`src/rtl/mipsPkg.sv`:
```
/*
 Shared widths, opcodes and pipeline types of the MIPS core.
 Only the integer subset below is decoded. Any other word behaves as a bubble.
*/
package mipsPkg;

    localparam int dataWidth = 32;
    localparam int addrWidth = 30;
    localparam int regAddrWidth = 5;

    // Primary opcodes
    localparam logic [5:0] opRType = 6'h00;
    localparam logic [5:0] opJ     = 6'h02;
    localparam logic [5:0] opBeq   = 6'h04;
    localparam logic [5:0] opBne   = 6'h05;
    localparam logic [5:0] opAddiu = 6'h09;
    localparam logic [5:0] opOri   = 6'h0d;
    localparam logic [5:0] opLui   = 6'h0f;
    localparam logic [5:0] opLw    = 6'h23;
    localparam logic [5:0] opSw    = 6'h2b;

    // R-type function codes
    localparam logic [5:0] functAddu = 6'h21;
    localparam logic [5:0] functSubu = 6'h23;
    localparam logic [5:0] functAnd  = 6'h24;
    localparam logic [5:0] functOr   = 6'h25;
    localparam logic [5:0] functSlt  = 6'h2a;

    typedef enum logic [2:0] {aluAdd, aluSub, aluAnd, aluOr, aluSlt, aluLui} aluOpT;

    typedef enum logic [1:0] {fwdNone, fwdFromMem, fwdFromWb} fwdSelT;

    typedef struct packed {
        logic [5:0] op;
        logic [regAddrWidth-1:0] rs;
        logic [regAddrWidth-1:0] rt;
        logic [regAddrWidth-1:0] rd;
        logic [4:0] shamt;
        logic [5:0] funct;
    } rTypeT;

    typedef struct packed {
        logic [5:0] op;
        logic [regAddrWidth-1:0] rs;
        logic [regAddrWidth-1:0] rt;
        logic [15:0] imm;
    } iTypeT;

    typedef struct packed {
        logic [5:0] op;
        logic [25:0] target;
    } jTypeT;

    // One fetched word seen in each of the three formats
    typedef union packed {
        rTypeT rType;
        iTypeT iType;
        jTypeT jType;
    } instrT;

    typedef struct packed {
        logic regWrite;
        logic memRead;
        logic memWrite;
        logic memToReg;
        logic aluSrcImm;
        logic zeroExtImm;
        aluOpT aluOp;
    } ctrlT;

    typedef struct packed {
        ctrlT ctrl;
        logic [regAddrWidth-1:0] rs;
        logic [regAddrWidth-1:0] rt;
        logic [regAddrWidth-1:0] dest;
        logic [dataWidth-1:0] opA;
        logic [dataWidth-1:0] opB;
        logic [dataWidth-1:0] imm;
        logic valid;
    } idExT;

    // For a store, dest carries rt so the store data can be forwarded
    typedef struct packed {
        logic regWrite;
        logic memRead;
        logic memWrite;
        logic memToReg;
        logic [regAddrWidth-1:0] dest;
        logic [dataWidth-1:0] aluResult;
        logic [dataWidth-1:0] storeData;
    } exMemT;

    typedef struct packed {
        logic regWrite;
        logic memToReg;
        logic [regAddrWidth-1:0] dest;
        logic [dataWidth-1:0] aluResult;
        logic [dataWidth-1:0] loadData;
    } memWbT;

    // Operand mux shared by the decode and execute forwarding paths
    function automatic logic [dataWidth-1:0] fwdMux(
        input fwdSelT sel,
        input logic [dataWidth-1:0] regVal,
        input logic [dataWidth-1:0] memVal,
        input logic [dataWidth-1:0] wbVal
    );
        case (sel)
            fwdFromMem: fwdMux = memVal;
            fwdFromWb:  fwdMux = wbVal;
            default:    fwdMux = regVal;
        endcase
    endfunction

endpackage

```
`src/rtl/decodeStage.sv`:
```
/*
 Decode, operand forwarding and branch resolution.
 BEQ, BNE and J redirect fetch from here; unknown opcodes decode as bubbles.
*/
`timescale 1ns/100ps

module decodeStage (
    input  logic clk,
    input  logic rst,
    input  mipsPkg::instrT fetchInstr,
    input  logic [mipsPkg::dataWidth-1:0] fetchPcPlus4,
    input  logic stallFront,
    input  mipsPkg::fwdSelT rsFwdSel,
    input  mipsPkg::fwdSelT rtFwdSel,
    input  logic [mipsPkg::dataWidth-1:0] memResult,
    input  logic wbWrite,
    input  logic [mipsPkg::regAddrWidth-1:0] wbDest,
    input  logic [mipsPkg::dataWidth-1:0] wbData,
    output logic redirect,
    output logic [mipsPkg::dataWidth-1:0] redirectPc,
    output logic [mipsPkg::regAddrWidth-1:0] decodeRs,
    output logic [mipsPkg::regAddrWidth-1:0] decodeRt,
    output logic decodeUsesRt,
    output logic decodeIsBranch,
    output mipsPkg::idExT idEx
);

    mipsPkg::ctrlT ctrl;
    mipsPkg::idExT idExNext;
    logic [mipsPkg::dataWidth-1:0] rfA;
    logic [mipsPkg::dataWidth-1:0] rfB;
    logic [mipsPkg::dataWidth-1:0] opA;
    logic [mipsPkg::dataWidth-1:0] opB;
    logic [mipsPkg::dataWidth-1:0] extImm;
    logic [mipsPkg::dataWidth-1:0] branchTarget;
    logic [mipsPkg::dataWidth-1:0] jumpTarget;
    logic isRType;
    logic isBeq;
    logic isBne;
    logic isJump;
    logic operandsEqual;

    regFile regs (
        .clk(clk),
        .rst(rst),
        .readAddrA(decodeRs),
        .readAddrB(decodeRt),
        .writeAddr(wbDest),
        .writeData(wbData),
        .writeEnable(wbWrite),
        .readDataA(rfA),
        .readDataB(rfB)
    );

    always_comb
    begin
        ctrl = '0;
        case (fetchInstr.rType.op)
            mipsPkg::opRType:
            begin
                ctrl.regWrite = 1'b1;
                case (fetchInstr.rType.funct)
                    mipsPkg::functAddu: ctrl.aluOp = mipsPkg::aluAdd;
                    mipsPkg::functSubu: ctrl.aluOp = mipsPkg::aluSub;
                    mipsPkg::functAnd:  ctrl.aluOp = mipsPkg::aluAnd;
                    mipsPkg::functOr:   ctrl.aluOp = mipsPkg::aluOr;
                    mipsPkg::functSlt:  ctrl.aluOp = mipsPkg::aluSlt;
                    default:            ctrl.regWrite = 1'b0;
                endcase
            end
            mipsPkg::opAddiu:
            begin
                ctrl.regWrite = 1'b1;
                ctrl.aluSrcImm = 1'b1;
            end
            mipsPkg::opOri:
            begin
                ctrl.regWrite = 1'b1;
                ctrl.aluSrcImm = 1'b1;
                ctrl.zeroExtImm = 1'b1;
                ctrl.aluOp = mipsPkg::aluOr;
            end
            mipsPkg::opLui:
            begin
                ctrl.regWrite = 1'b1;
                ctrl.aluSrcImm = 1'b1;
                ctrl.aluOp = mipsPkg::aluLui;
            end
            mipsPkg::opLw:
            begin
                ctrl.regWrite = 1'b1;
                ctrl.memRead = 1'b1;
                ctrl.memToReg = 1'b1;
                ctrl.aluSrcImm = 1'b1;
            end
            mipsPkg::opSw:
            begin
                ctrl.memWrite = 1'b1;
                ctrl.aluSrcImm = 1'b1;
            end
            default:
                ctrl = '0;
        endcase
    end

    assign isRType = fetchInstr.rType.op == mipsPkg::opRType;
    assign isBeq = fetchInstr.iType.op == mipsPkg::opBeq;
    assign isBne = fetchInstr.iType.op == mipsPkg::opBne;
    assign isJump = fetchInstr.jType.op == mipsPkg::opJ;
    assign decodeIsBranch = isBeq | isBne;
    assign decodeUsesRt = isRType | decodeIsBranch;
    assign decodeRs = fetchInstr.rType.rs;
    assign decodeRt = fetchInstr.rType.rt;

    assign extImm = ctrl.zeroExtImm ? {16'h0000, fetchInstr.iType.imm}
                                    : {{16{fetchInstr.iType.imm[15]}}, fetchInstr.iType.imm};
    assign opA = mipsPkg::fwdMux(rsFwdSel, rfA, memResult, wbData);
    assign opB = mipsPkg::fwdMux(rtFwdSel, rfB, memResult, wbData);

    // Targets are relative to the delay slot address
    assign operandsEqual = opA == opB;
    assign branchTarget = fetchPcPlus4 + {extImm[29:0], 2'b00};
    assign jumpTarget = {fetchPcPlus4[31:28], fetchInstr.jType.target, 2'b00};
    assign redirect = isJump | (isBeq & operandsEqual) | (isBne & ~operandsEqual);
    assign redirectPc = isJump ? jumpTarget : branchTarget;

    always_comb
    begin
        idExNext.ctrl = ctrl;
        idExNext.rs = decodeRs;
        idExNext.rt = decodeRt;
        idExNext.dest = isRType ? fetchInstr.rType.rd : fetchInstr.iType.rt;
        idExNext.opA = opA;
        idExNext.opB = opB;
        idExNext.imm = extImm;
        idExNext.valid = 1'b1;
    end

    always_ff @(posedge clk)
    begin
        if (rst || stallFront)
        begin
            idEx.ctrl <= '0;
            idEx.valid <= 1'b0;
        end
        else
            idEx <= idExNext;
    end

endmodule

```
`src/rtl/executeStage.sv`:
```
/*
 Execute stage with operand forwarding and the ALU.
 SLT compares signed; LUI places the low immediate half in the upper half.
*/
`timescale 1ns/100ps

module executeStage (
    input  logic clk,
    input  logic rst,
    input  mipsPkg::idExT idEx,
    input  mipsPkg::fwdSelT exRsFwdSel,
    input  mipsPkg::fwdSelT exRtFwdSel,
    input  logic [mipsPkg::dataWidth-1:0] memResult,
    input  logic [mipsPkg::dataWidth-1:0] wbData,
    output mipsPkg::exMemT exMem
);

    logic [mipsPkg::dataWidth-1:0] opA;
    logic [mipsPkg::dataWidth-1:0] rtValue;
    logic [mipsPkg::dataWidth-1:0] opB;
    logic [mipsPkg::dataWidth-1:0] result;

    assign opA = mipsPkg::fwdMux(exRsFwdSel, idEx.opA, memResult, wbData);
    assign rtValue = mipsPkg::fwdMux(exRtFwdSel, idEx.opB, memResult, wbData);
    assign opB = idEx.ctrl.aluSrcImm ? idEx.imm : rtValue;

    always_comb
    begin
        case (idEx.ctrl.aluOp)
            mipsPkg::aluAdd: result = opA + opB;
            mipsPkg::aluSub: result = opA - opB;
            mipsPkg::aluAnd: result = opA & opB;
            mipsPkg::aluOr:  result = opA | opB;
            mipsPkg::aluSlt: result = {{(mipsPkg::dataWidth-1){1'b0}}, $signed(opA) < $signed(opB)};
            mipsPkg::aluLui: result = {opB[15:0], 16'h0000};
            default:         result = '0;
        endcase
    end

    always_ff @(posedge clk)
    begin
        if (rst)
        begin
            exMem.regWrite <= 1'b0;
            exMem.memRead <= 1'b0;
            exMem.memWrite <= 1'b0;
            exMem.memToReg <= 1'b0;
        end
        else
        begin
            exMem.regWrite <= idEx.valid & idEx.ctrl.regWrite;
            exMem.memRead <= idEx.valid & idEx.ctrl.memRead;
            exMem.memWrite <= idEx.valid & idEx.ctrl.memWrite;
            exMem.memToReg <= idEx.ctrl.memToReg;
            exMem.dest <= idEx.dest;
            exMem.aluResult <= result;
            // Store data may still be replaced in the memory stage
            exMem.storeData <= rtValue;
        end
    end

endmodule

```
`src/rtl/fetchStage.sv`:
```
/*
 PC and fetch/decode register. Fetch starts one cycle after reset is released,
 and a redirect from decode loads the PC while the delay slot moves on.
*/
`timescale 1ns/100ps

module fetchStage (
    input  logic clk,
    input  logic rst,
    input  logic stallFront,
    input  logic redirect,
    input  logic [mipsPkg::dataWidth-1:0] redirectPc,
    input  logic [mipsPkg::dataWidth-1:0] instMemIn,
    output logic [mipsPkg::addrWidth-1:0] instMemAddress,
    output logic instMemRead,
    output mipsPkg::instrT fetchInstr,
    output logic [mipsPkg::dataWidth-1:0] fetchPcPlus4
);

    logic [mipsPkg::dataWidth-1:0] pc;
    logic [mipsPkg::dataWidth-1:0] pcPlus4;
    logic running;
    logic advance;

    assign pcPlus4 = pc + 32'd4;
    assign advance = running & ~stallFront;
    assign instMemAddress = pc[mipsPkg::dataWidth-1:2];
    assign instMemRead = advance;

    always_ff @(posedge clk)
    begin
        if (rst)
        begin
            running <= 1'b0;
            pc <= '0;
            // Zero word decodes with no control bits set
            fetchInstr <= '0;
        end
        else
        begin
            running <= 1'b1;
            if (advance)
            begin
                pc <= redirect ? redirectPc : pcPlus4;
                fetchInstr <= instMemIn;
            end
        end
    end

    always_ff @(posedge clk)
    begin
        if (advance)
            fetchPcPlus4 <= pcPlus4;
    end

endmodule

```
`src/rtl/hazardUnit.sv`:
```
/*
 Stall and forwarding-select logic for the whole pipeline.
 Loads forward only from writeback, so their users stall as needed.
*/
`timescale 1ns/100ps

module hazardUnit (
    input  logic [mipsPkg::regAddrWidth-1:0] decodeRs,
    input  logic [mipsPkg::regAddrWidth-1:0] decodeRt,
    input  logic decodeUsesRt,
    input  logic decodeIsBranch,
    input  mipsPkg::idExT idEx,
    input  mipsPkg::exMemT exMem,
    input  mipsPkg::memWbT memWb,
    output logic stallFront,
    output mipsPkg::fwdSelT idRsFwdSel,
    output mipsPkg::fwdSelT idRtFwdSel,
    output mipsPkg::fwdSelT exRsFwdSel,
    output mipsPkg::fwdSelT exRtFwdSel,
    output logic storeFwd
);

    logic rsHitEx;
    logic rtHitEx;
    logic loadUse;
    logic branchWait;

    function automatic logic writes(
        input logic enable,
        input logic [mipsPkg::regAddrWidth-1:0] dest,
        input logic [mipsPkg::regAddrWidth-1:0] src
    );
        writes = enable && dest != '0 && dest == src;
    endfunction

    // Memory stage is younger than writeback, so it wins
    function automatic mipsPkg::fwdSelT pickSource(
        input logic [mipsPkg::regAddrWidth-1:0] src,
        input mipsPkg::exMemT mem,
        input mipsPkg::memWbT wb
    );
        if (writes(mem.regWrite, mem.dest, src))
            pickSource = mipsPkg::fwdFromMem;
        else if (writes(wb.regWrite, wb.dest, src))
            pickSource = mipsPkg::fwdFromWb;
        else
            pickSource = mipsPkg::fwdNone;
    endfunction

    assign idRsFwdSel = pickSource(decodeRs, exMem, memWb);
    assign idRtFwdSel = pickSource(decodeRt, exMem, memWb);
    assign exRsFwdSel = pickSource(idEx.rs, exMem, memWb);
    assign exRtFwdSel = pickSource(idEx.rt, exMem, memWb);

    assign rsHitEx = writes(idEx.ctrl.regWrite, idEx.dest, decodeRs);
    assign rtHitEx = writes(idEx.ctrl.regWrite, idEx.dest, decodeRt);
    assign loadUse = idEx.ctrl.memRead & (rsHitEx | (decodeUsesRt & rtHitEx));

    // Branch compares in decode, so a result still in execute or a load in memory must wait
    assign branchWait = decodeIsBranch & (rsHitEx | rtHitEx
                      | writes(exMem.memRead, exMem.dest, decodeRs)
                      | writes(exMem.memRead, exMem.dest, decodeRt));
    assign stallFront = loadUse | branchWait;

    assign storeFwd = exMem.memWrite & writes(memWb.regWrite, memWb.dest, exMem.dest);

endmodule

```
`src/rtl/memWbStage.sv`:
```
/*
 Data port drive, memory/writeback register and writeback select.
 The data memory is zero-wait, so load data is captured in the same cycle.
*/
`timescale 1ns/100ps

module memWbStage (
    input  logic clk,
    input  logic rst,
    input  mipsPkg::exMemT exMem,
    input  logic storeFwd,
    input  logic [mipsPkg::dataWidth-1:0] dataMemIn,
    output logic dataMemRead,
    output logic [3:0] dataMemWrite,
    output logic [mipsPkg::addrWidth-1:0] dataMemAddress,
    output logic [mipsPkg::dataWidth-1:0] dataMemOut,
    output logic [mipsPkg::dataWidth-1:0] memResult,
    output mipsPkg::memWbT memWb,
    output logic wbWrite,
    output logic [mipsPkg::regAddrWidth-1:0] wbDest,
    output logic [mipsPkg::dataWidth-1:0] wbData
);

    assign dataMemRead = exMem.memRead;
    // Word stores only, all byte lanes together
    assign dataMemWrite = {4{exMem.memWrite}};
    assign dataMemAddress = exMem.aluResult[mipsPkg::dataWidth-1:2];
    assign dataMemOut = storeFwd ? wbData : exMem.storeData;
    assign memResult = exMem.aluResult;

    always_ff @(posedge clk)
    begin
        if (rst)
        begin
            memWb.regWrite <= 1'b0;
            memWb.memToReg <= 1'b0;
        end
        else
        begin
            memWb.regWrite <= exMem.regWrite;
            memWb.memToReg <= exMem.memToReg;
            memWb.dest <= exMem.dest;
            memWb.aluResult <= exMem.aluResult;
            memWb.loadData <= dataMemIn;
        end
    end

    assign wbWrite = memWb.regWrite;
    assign wbDest = memWb.dest;
    assign wbData = memWb.memToReg ? memWb.loadData : memWb.aluResult;

endmodule

```
`src/rtl/mipsCore.sv`:
```
/*
 Five-stage MIPS integer core with separate zero-wait instruction and data ports.
 Addresses on both ports are word addresses. Branch delay slots always execute.
*/
`timescale 1ns/100ps

module mipsCore (
    input  logic clk,
    input  logic rst,
    input  logic [mipsPkg::dataWidth-1:0] instMemIn,
    output logic [mipsPkg::addrWidth-1:0] instMemAddress,
    output logic instMemRead,
    input  logic [mipsPkg::dataWidth-1:0] dataMemIn,
    output logic dataMemRead,
    output logic [3:0] dataMemWrite,
    output logic [mipsPkg::addrWidth-1:0] dataMemAddress,
    output logic [mipsPkg::dataWidth-1:0] dataMemOut
);

    mipsPkg::instrT fetchInstr;
    logic [mipsPkg::dataWidth-1:0] fetchPcPlus4;
    logic redirect;
    logic [mipsPkg::dataWidth-1:0] redirectPc;
    logic stallFront;

    logic [mipsPkg::regAddrWidth-1:0] decodeRs;
    logic [mipsPkg::regAddrWidth-1:0] decodeRt;
    logic decodeUsesRt;
    logic decodeIsBranch;

    mipsPkg::idExT idEx;
    mipsPkg::exMemT exMem;
    mipsPkg::memWbT memWb;

    mipsPkg::fwdSelT idRsFwdSel;
    mipsPkg::fwdSelT idRtFwdSel;
    mipsPkg::fwdSelT exRsFwdSel;
    mipsPkg::fwdSelT exRtFwdSel;
    logic storeFwd;

    logic [mipsPkg::dataWidth-1:0] memResult;
    logic wbWrite;
    logic [mipsPkg::regAddrWidth-1:0] wbDest;
    logic [mipsPkg::dataWidth-1:0] wbData;

    fetchStage fetch (
        .clk(clk),
        .rst(rst),
        .stallFront(stallFront),
        .redirect(redirect),
        .redirectPc(redirectPc),
        .instMemIn(instMemIn),
        .instMemAddress(instMemAddress),
        .instMemRead(instMemRead),
        .fetchInstr(fetchInstr),
        .fetchPcPlus4(fetchPcPlus4)
    );

    decodeStage decode (
        .clk(clk),
        .rst(rst),
        .fetchInstr(fetchInstr),
        .fetchPcPlus4(fetchPcPlus4),
        .stallFront(stallFront),
        .rsFwdSel(idRsFwdSel),
        .rtFwdSel(idRtFwdSel),
        .memResult(memResult),
        .wbWrite(wbWrite),
        .wbDest(wbDest),
        .wbData(wbData),
        .redirect(redirect),
        .redirectPc(redirectPc),
        .decodeRs(decodeRs),
        .decodeRt(decodeRt),
        .decodeUsesRt(decodeUsesRt),
        .decodeIsBranch(decodeIsBranch),
        .idEx(idEx)
    );

    hazardUnit hazard (
        .decodeRs(decodeRs),
        .decodeRt(decodeRt),
        .decodeUsesRt(decodeUsesRt),
        .decodeIsBranch(decodeIsBranch),
        .idEx(idEx),
        .exMem(exMem),
        .memWb(memWb),
        .stallFront(stallFront),
        .idRsFwdSel(idRsFwdSel),
        .idRtFwdSel(idRtFwdSel),
        .exRsFwdSel(exRsFwdSel),
        .exRtFwdSel(exRtFwdSel),
        .storeFwd(storeFwd)
    );

    executeStage execute (
        .clk(clk),
        .rst(rst),
        .idEx(idEx),
        .exRsFwdSel(exRsFwdSel),
        .exRtFwdSel(exRtFwdSel),
        .memResult(memResult),
        .wbData(wbData),
        .exMem(exMem)
    );

    memWbStage memWbSt (
        .clk(clk),
        .rst(rst),
        .exMem(exMem),
        .storeFwd(storeFwd),
        .dataMemIn(dataMemIn),
        .dataMemRead(dataMemRead),
        .dataMemWrite(dataMemWrite),
        .dataMemAddress(dataMemAddress),
        .dataMemOut(dataMemOut),
        .memResult(memResult),
        .memWb(memWb),
        .wbWrite(wbWrite),
        .wbDest(wbDest),
        .wbData(wbData)
    );

endmodule

```
`src/rtl/regFile.sv`:
```
/*
 32x32 register file, register 0 reads as zero.
 A write is visible to a read of the same register in the same cycle.
*/
`timescale 1ns/100ps

module regFile (
    input  logic clk,
    input  logic rst,
    input  logic [mipsPkg::regAddrWidth-1:0] readAddrA,
    input  logic [mipsPkg::regAddrWidth-1:0] readAddrB,
    input  logic [mipsPkg::regAddrWidth-1:0] writeAddr,
    input  logic [mipsPkg::dataWidth-1:0] writeData,
    input  logic writeEnable,
    output logic [mipsPkg::dataWidth-1:0] readDataA,
    output logic [mipsPkg::dataWidth-1:0] readDataB
);

    logic [mipsPkg::dataWidth-1:0] regs [1:31];

    always_ff @(posedge clk)
    begin
        if (rst)
        begin
            for (int i = 1; i < 32; i++)
                regs[i] <= '0;
        end
        else if (writeEnable && writeAddr != '0)
            regs[writeAddr] <= writeData;
    end

    // Write-through models the first-half-cycle write
    assign readDataA = (readAddrA == '0) ? '0
                     : (writeEnable && writeAddr == readAddrA) ? writeData : regs[readAddrA];
    assign readDataB = (readAddrB == '0) ? '0
                     : (writeEnable && writeAddr == readAddrB) ? writeData : regs[readAddrB];

endmodule

```
`config.mk`:
```
export PLATFORM = sky130hd
export DESIGN_NAME = mipsCore
export DESIGN_NICKNAME = d
export VERILOG_FILES = /design/src/rtl/mipsPkg.sv /design/src/rtl/decodeStage.sv /design/src/rtl/executeStage.sv /design/src/rtl/fetchStage.sv /design/src/rtl/hazardUnit.sv /design/src/rtl/memWbStage.sv /design/src/rtl/mipsCore.sv /design/src/rtl/regFile.sv
export SDC_FILE = /design/constraint.sdc
export NUM_CORES = 2
export LEC_CHECK = 0
export ABC_AREA = 1
export ABC_CLOCK_PERIOD_IN_PS = 7000
export BUFFER_PORTS_ARGS = -buffer_cell sky130_fd_sc_hd__buf_2
export CAP_MARGIN = 15
export CORE_ASPECT_RATIO = 1.1
export CORE_UTILIZATION = 40
export DETAILED_ROUTE_END_ITERATION = 10
export PLACE_DENSITY = 0.61
export REMOVE_ABC_BUFFERS = 1
export SYNTH_ARGS = -nofsm -noshare
export SYNTH_HDL_FRONTEND = slang
export SYNTH_HIERARCHICAL = 1
export SYNTH_SLANG_ARGS = --single-unit
export TNS_END_PERCENT = 10
```
`constraint.sdc`:
```
create_clock -name clk -period 7 [get_ports clk]
set_input_delay 1.4 -clock clk [delete_from_list [all_inputs] [get_ports clk]]
set_output_delay 1.4 -clock clk [all_outputs]
set_load 0.05 [all_outputs]
```
After elaboration in Yosys (flattened, before gate mapping)

Memories as Yosys holds them, arrays and structs flattened. A register that Yosys moved wholly into a read port is not among the register bits.
Index checks and enable logic that the tools add are counted.

Flip-flop bits (word level): 359
Bits in writable memories: 992
Input bits: 66
Output and inout bits: 98
Word-level logic and storage cells: 173
Memories kept: 1

Add/subtract/negate cells: 4
Order comparisons: 1
Equal/unequal tests: 38
Multiplexer cells: 46
Bitwise logic cells: 23
Reduce and logical (&&, ||, !) cells: 31

Memories:

| name             | words | bits a word | rd ports | clocked after memory_dff | wr ports | line          | RTL |
|---|---|---|---|---|---|---|---|
| decode.regs.regs | 31    | 32          | 2        | 2                        | 31       | regFile.sv:19 | `logic [mipsPkg::dataWidth-1:0] regs [1:31];` |

Operator list:

| operator              | count |
|---|---|
| $mux 32               | 10 |
| $pmux 32 s2           | 4 |
| $pmux 32 s6           | 1 |
| $add 32x32->32        | 2 |
| $eq 5x5->1            | 11 |
| $eq 6x6->1 const B    | 7 |
| $add 32x3->32 const B | 1 |
| $and 32x32->32        | 1 |
| $eq 32x32->1          | 1 |
| $lt 32x32->1          | 1 |
| $or 32x32->32         | 1 |
| $reduce_or 32->1      | 1 |
| $sub 32x32->32        | 1 |
| $mux 30               | 1 |
| $mux 5                | 6 |
| $logic_and 1x1->1     | 19 |
| $eq 6x4->1 const B    | 3 |
| $mux 2                | 8 |
| $reduce_bool 5->1     | 3 |
| $mux 1                | 13 |
| $eq 6x3->1 const B    | 2 |
| $pmux 3 s4            | 1 |
| $and 1x1->1           | 10 |
| $logic_not 5->1       | 2 |
| 15 further kinds      | 33 |

Depth between registers and ports, before layout

Word-level depth: 12
Depth in mapped cells: 31
Depth with buffers taken out: 28

Modules after synthesis

Netlist, hierarchy kept.

Modules (own cells, without submodules):

| module       | instances | cells each | area an instance (sq um) | sequential area each (sq um) |
|---|---|---|---|---|
| regFile      | 1         | 7,428      | 58,936.5                 | 30,749.5 |
| executeStage | 1         | 1,674      | 10,251.1                 | 2,152.1 |
| decodeStage  | 1         | 1,032      | 7,708.6                  | 3,093.0 |
| fetchStage   | 1         | 566        | 4,583.1                  | 2,262.2 |
| memWbStage   | 1         | 421        | 3,872.5                  | 2,112.0 |
| hazardUnit   | 1         | 171        | 1,003.5                  | 0.0 |

Worst setup path after synthesis

No wires, ideal clock.

Path kind: input to register
From: in rst
To: reg decode/idEx[113] (netlist name)
Library setup time: 0.101 ns
Arrival time: 6.792 ns
Data required time: 6.899 ns
Setup slack: 0.106 ns
Cell stages on the path: 5
Path buffers: 0
Cell sequence: nor2_1 inv_1 nor2_1 nand3_1 o21ai_0

Longest elaborated chain between the ends: 1

Ends and longest elaborated chain:

| what             | line               | RTL |
|---|---|---|
| from (decl)      | mipsCore.sv:9      | `input logic rst,` |
| $logic_or 1x1->1 | decodeStage.sv:141 | `if (rst \|\| stallFront)` |

No other way between the ends.
A chain may end at the register's enable or synchronous reset.

Worst setup path after layout

From: reg memWbSt/wbDest[3] (netlist name)
To: reg execute/exMem[48] (netlist name)

Longest elaborated chain between the ends: 10
Elaborated cells on any way between the ends: 22
Classes of those cells: add/sub: 2; eq/ne: 6; mux: 8; bitwise: 2; reduce/logical: 4

Ends and longest elaborated chain:

| what                                            | line               | RTL |
|---|---|---|
| $reduce_bool 5->1                               | hazardUnit.sv:33   | `writes = enable && dest != '0 && dest == src;` |
| $logic_and 1x1->1                               | hazardUnit.sv:33   |  |
| $logic_and 1x1->1 (*)                           | hazardUnit.sv:33   |  |
| $mux 2 (*)                                      | hazardUnit.sv:44   | `else if (writes(wb.regWrite, wb.dest, src))` |
| $mux 2 (*)                                      | hazardUnit.sv:42   | `if (writes(mem.regWrite, mem.dest, src))` |
| net exRtFwdSel[1]                               | mipsCore.sv:38     | `mipsPkg::fwdSelT exRtFwdSel;` |
| $eq 2x2->1 / $eq 2x1->1 (equally long branches) | mipsPkg.sv:108     | `case (sel)` |
| $pmux 32 s2 (*)                                 | mipsPkg.sv:108     |  |
| $mux 32 (*)                                     | executeStage.sv:25 | `assign opB = idEx.ctrl.aluSrcImm ? idEx.imm : rtValue;` |
| $sub 32x32->32, or another cell as far along    | executeStage.sv:31 | `mipsPkg::aluSub: result = opA - opB;` |
| $pmux 32 s6 (*)                                 | executeStage.sv:29 | `case (idEx.ctrl.aluOp)` |
| net execute.result, one bit                     | executeStage.sv:21 | `logic [mipsPkg::dataWidth-1:0] result;` |

The timed path passes the listed nets; every way through them passes the cells marked *.

==> results.cfg <==
[outcome]
status = finished clean

[detailed_routing]
dr.pass1.iters = 7
wl_met2_um = 153000
m1WireLength_um = 134000
ant_nets = 0
routed_via_density = 5.72
vias = 79800
wl_met3_um = 38200
totalWireLength_um = 347000
drt_iter0_drc = 10700
top_layer_used = met5
drcViolationCount = 0
wl_per_cell_um = 24.9

[worst_setup_path]
critPathKind = reg2reg
reg2reg_slack_ps = 420
critPathRequiredTime_ps = 7550
start_kind = flop
r2r-start = memWbSt/wbDest[3]
crit_end = execute/exMem[48]
crit_fanout = 46
cp.arrival_ps = 7130
reg2reg_to = execute/exMem[48]
worstSetupStartpoint = memWbSt/wbDest[3]
reg2reg_depth = 24
cp-end-kind = flop

[power_and_ir_drop]
power.total_mw = 23.6
seqPwrFrac = 0.418
power.leakage_nw = 40.0
p_comb_frac = 0.223
p_switching_mw = 8.03
ir_drop_mv = 0.240
p_int_mw = 15.5
p_clk_frac = 0.359
pwr_density_cell_nw_per_um2 = 253
power_switching_share = 0.341

[place]
dpl.hpwl_um = 224000
gp_routability_congestion = 0.965
io_buffers = 163
placed_area_um2 = 87800

[floorplan]
initial_core_util = 0.403
ios = 164
dieArea_um2 = 217000
fp.dieH_um = 489
core-area_um2 = 214000
rows = 178
die-width_um = 445

[finish]
n_fill_cell = 21200
areaGrowthSynthToFinish_pct = 8.18
drive_above_1_share = 0.0808
fin_area_um2 = 93200
layout.nets = 11100

[clock_network]
ctsLongestPathBuffers = 3
root_buffer = clkbuf_16
cts_tree = built
clock_latency_ps = 850
ctsResizeCount = 0
clk_pin_slew_worst_paths_ps = 60
numCtsBuffers = 155
ctsHtreeMaxLevel = 4
cts_hold_buf = 0
postCtsSetupRepairBufs = 0
clkSinkCount = 1366

[grt]
grt.total_usage = 0.311
grt_max_degree = 158
antenna_found_initial = 19
grt_overflow = 0
grt_pass1_vias = 75000
grt_first_pass_wirelength_um = 501000

[yosys]
synth.avg_cell_area_um2 = 7.64
synth_warnings = 6
syn-instance-count = 11300
syn-cell-area_um2 = 86200

[sta]
fmax_mhz = 152
rsz0062_at_grt = false
worst_slew_pin_slew_ps = 1150
setup_violations = 0
slew_headroom = 0.233
finClkSkew_ps = 36.2
post-route-min-period_ps = 6580
totalNegativeSetupSlack_ps = 0
slew_violations = 0
finalHoldViolations = 0
fin_crit_sh = 0.940

[flow_run]
drv_cap = 0

[min_path]
hold_class = reg2reg
worst min path at each step:
stage / startpoint / end / slack, ps / depth (start not counted)
2_1_floorplan: execute/exMem[69] / memWbSt/memWb[69] / 390 / 2
3_3_place_gp: execute/exMem[69] / memWbSt/memWb[69] / 390 / 2
3_5_place_dp: execute/exMem[69] / memWbSt/memWb[69] / 390 / 2
4_1_cts: execute/exMem[69] / memWbSt/memWb[69] / 410 / 2
5_1_grt: decode/idEx[118] / execute/exMem[70] / 430 / 2
6_report: execute/exMem[69] / memWbSt/memWb[69] / 410 / 2
metrics by stage:
| step | hold slack [ps] | setup WS (ps) | std cells | utilization |
|---|---|---|---|---|
| CTS | 412 | 572 | 13900 | 0.435 |
| finish | 406 | 418 | 13900 | 0.436 |
| detailed placement | 395 | 593 | 13600 | 0.410 |
| global route | 430 | 9.31 | 13900 | 0.436 |
| floorplan | 388 | -19250 | 10400 | - |
| global placement | 395 | 550 | 13600 | 0.410 |
sequential cells by signal (all words and copies together), names as in the netlist:
name / cells
decode/regs/regs: 1024
decode/idEx: 105
execute/exMem: 73
memWbSt/memWb: 65
fetch/fetchInstr: 32
fetch/fetchPcPlus4: 30
fetch/pc: 30
memWbSt/wbDest: 5
fetch/running: 1
memWbSt/wbWrite: 1
power groups by stage:
| stage | logic (mW) | clock network, mW | registers (mW) |
|---|---|---|---|
| after detailed placement | 5.04 | 0 | 10.0 |
| final | 5.26 | 8.46 | 9.86 |
| after CTS | 5.06 | 8.53 | 9.85 |
| after global routing | 5.60 | 8.84 | 9.89 |
| after global placement | 5.01 | 0 | 10.0 |
| after floorplan | 3.04 | 0 | 10.1 |
worst max-delay path, cell delays in order, from the launching register on:
cell      delay (ps)
edfxtp_1         690
nor3_1           290
nand3_1          100
nand2_1          100
inv_1             90
nand4_1          110
nor2_1            70
ha_1             850
inv_4            380
nand3_1          190
o21ai_1          150
o21ai_0          890
ha_1             390
inv_1            110
fa_1             420
inv_1            160
nand3_1           90
nand3_1          250
nand2_1           80
nand2_1          210
inv_1            200
nor2_1           170
o21ai_0           90
nand3_1          120
nand3_1           90
cells in the final DEF, fill, tap and decap left out, types with 38 or more instances in the layout:
cell and count:
dfxtp_1 66, a21oi_1 405, nand2_2 59, edfxtp_1 1289
xnor2_1 43, buf_4 178, ha_1 131, nor2_2 39
clkinv_1 39, nand3_1 1380, nor2_1 1578, xor2_1 41
or2_2 62, nand2_1 2844, buf_2 163, a221o_1 45
o21ai_0 625, inv_1 1206, clkbuf_16 156, o21ai_1 38
o211ai_1 195
metal layers:
layer,vias up,GRT usage
li1,35900,-
met4,14,0.170
met1,38000,0.406
met3,998,0.0620
met5,-,0
met2,4902,0.484
cell type report:
class | instances | area [um2] | area share
sequential | 1366 | 40300 | 0.432
multi-input combinational | 7777 | 36500 | 0.391
inverter | 1254 | 4750 | 0.0509
clock buffer | 195 | 4080 | 0.0438
tap | 2880 | 3600 | 0.0386
timing repair buffer | 378 | 2950 | 0.0317
clock inverter | 93 | 1090 | 0.0117
antenna | 5 | 12.5 | 0.000134
(Power assumes the default switching activity.)
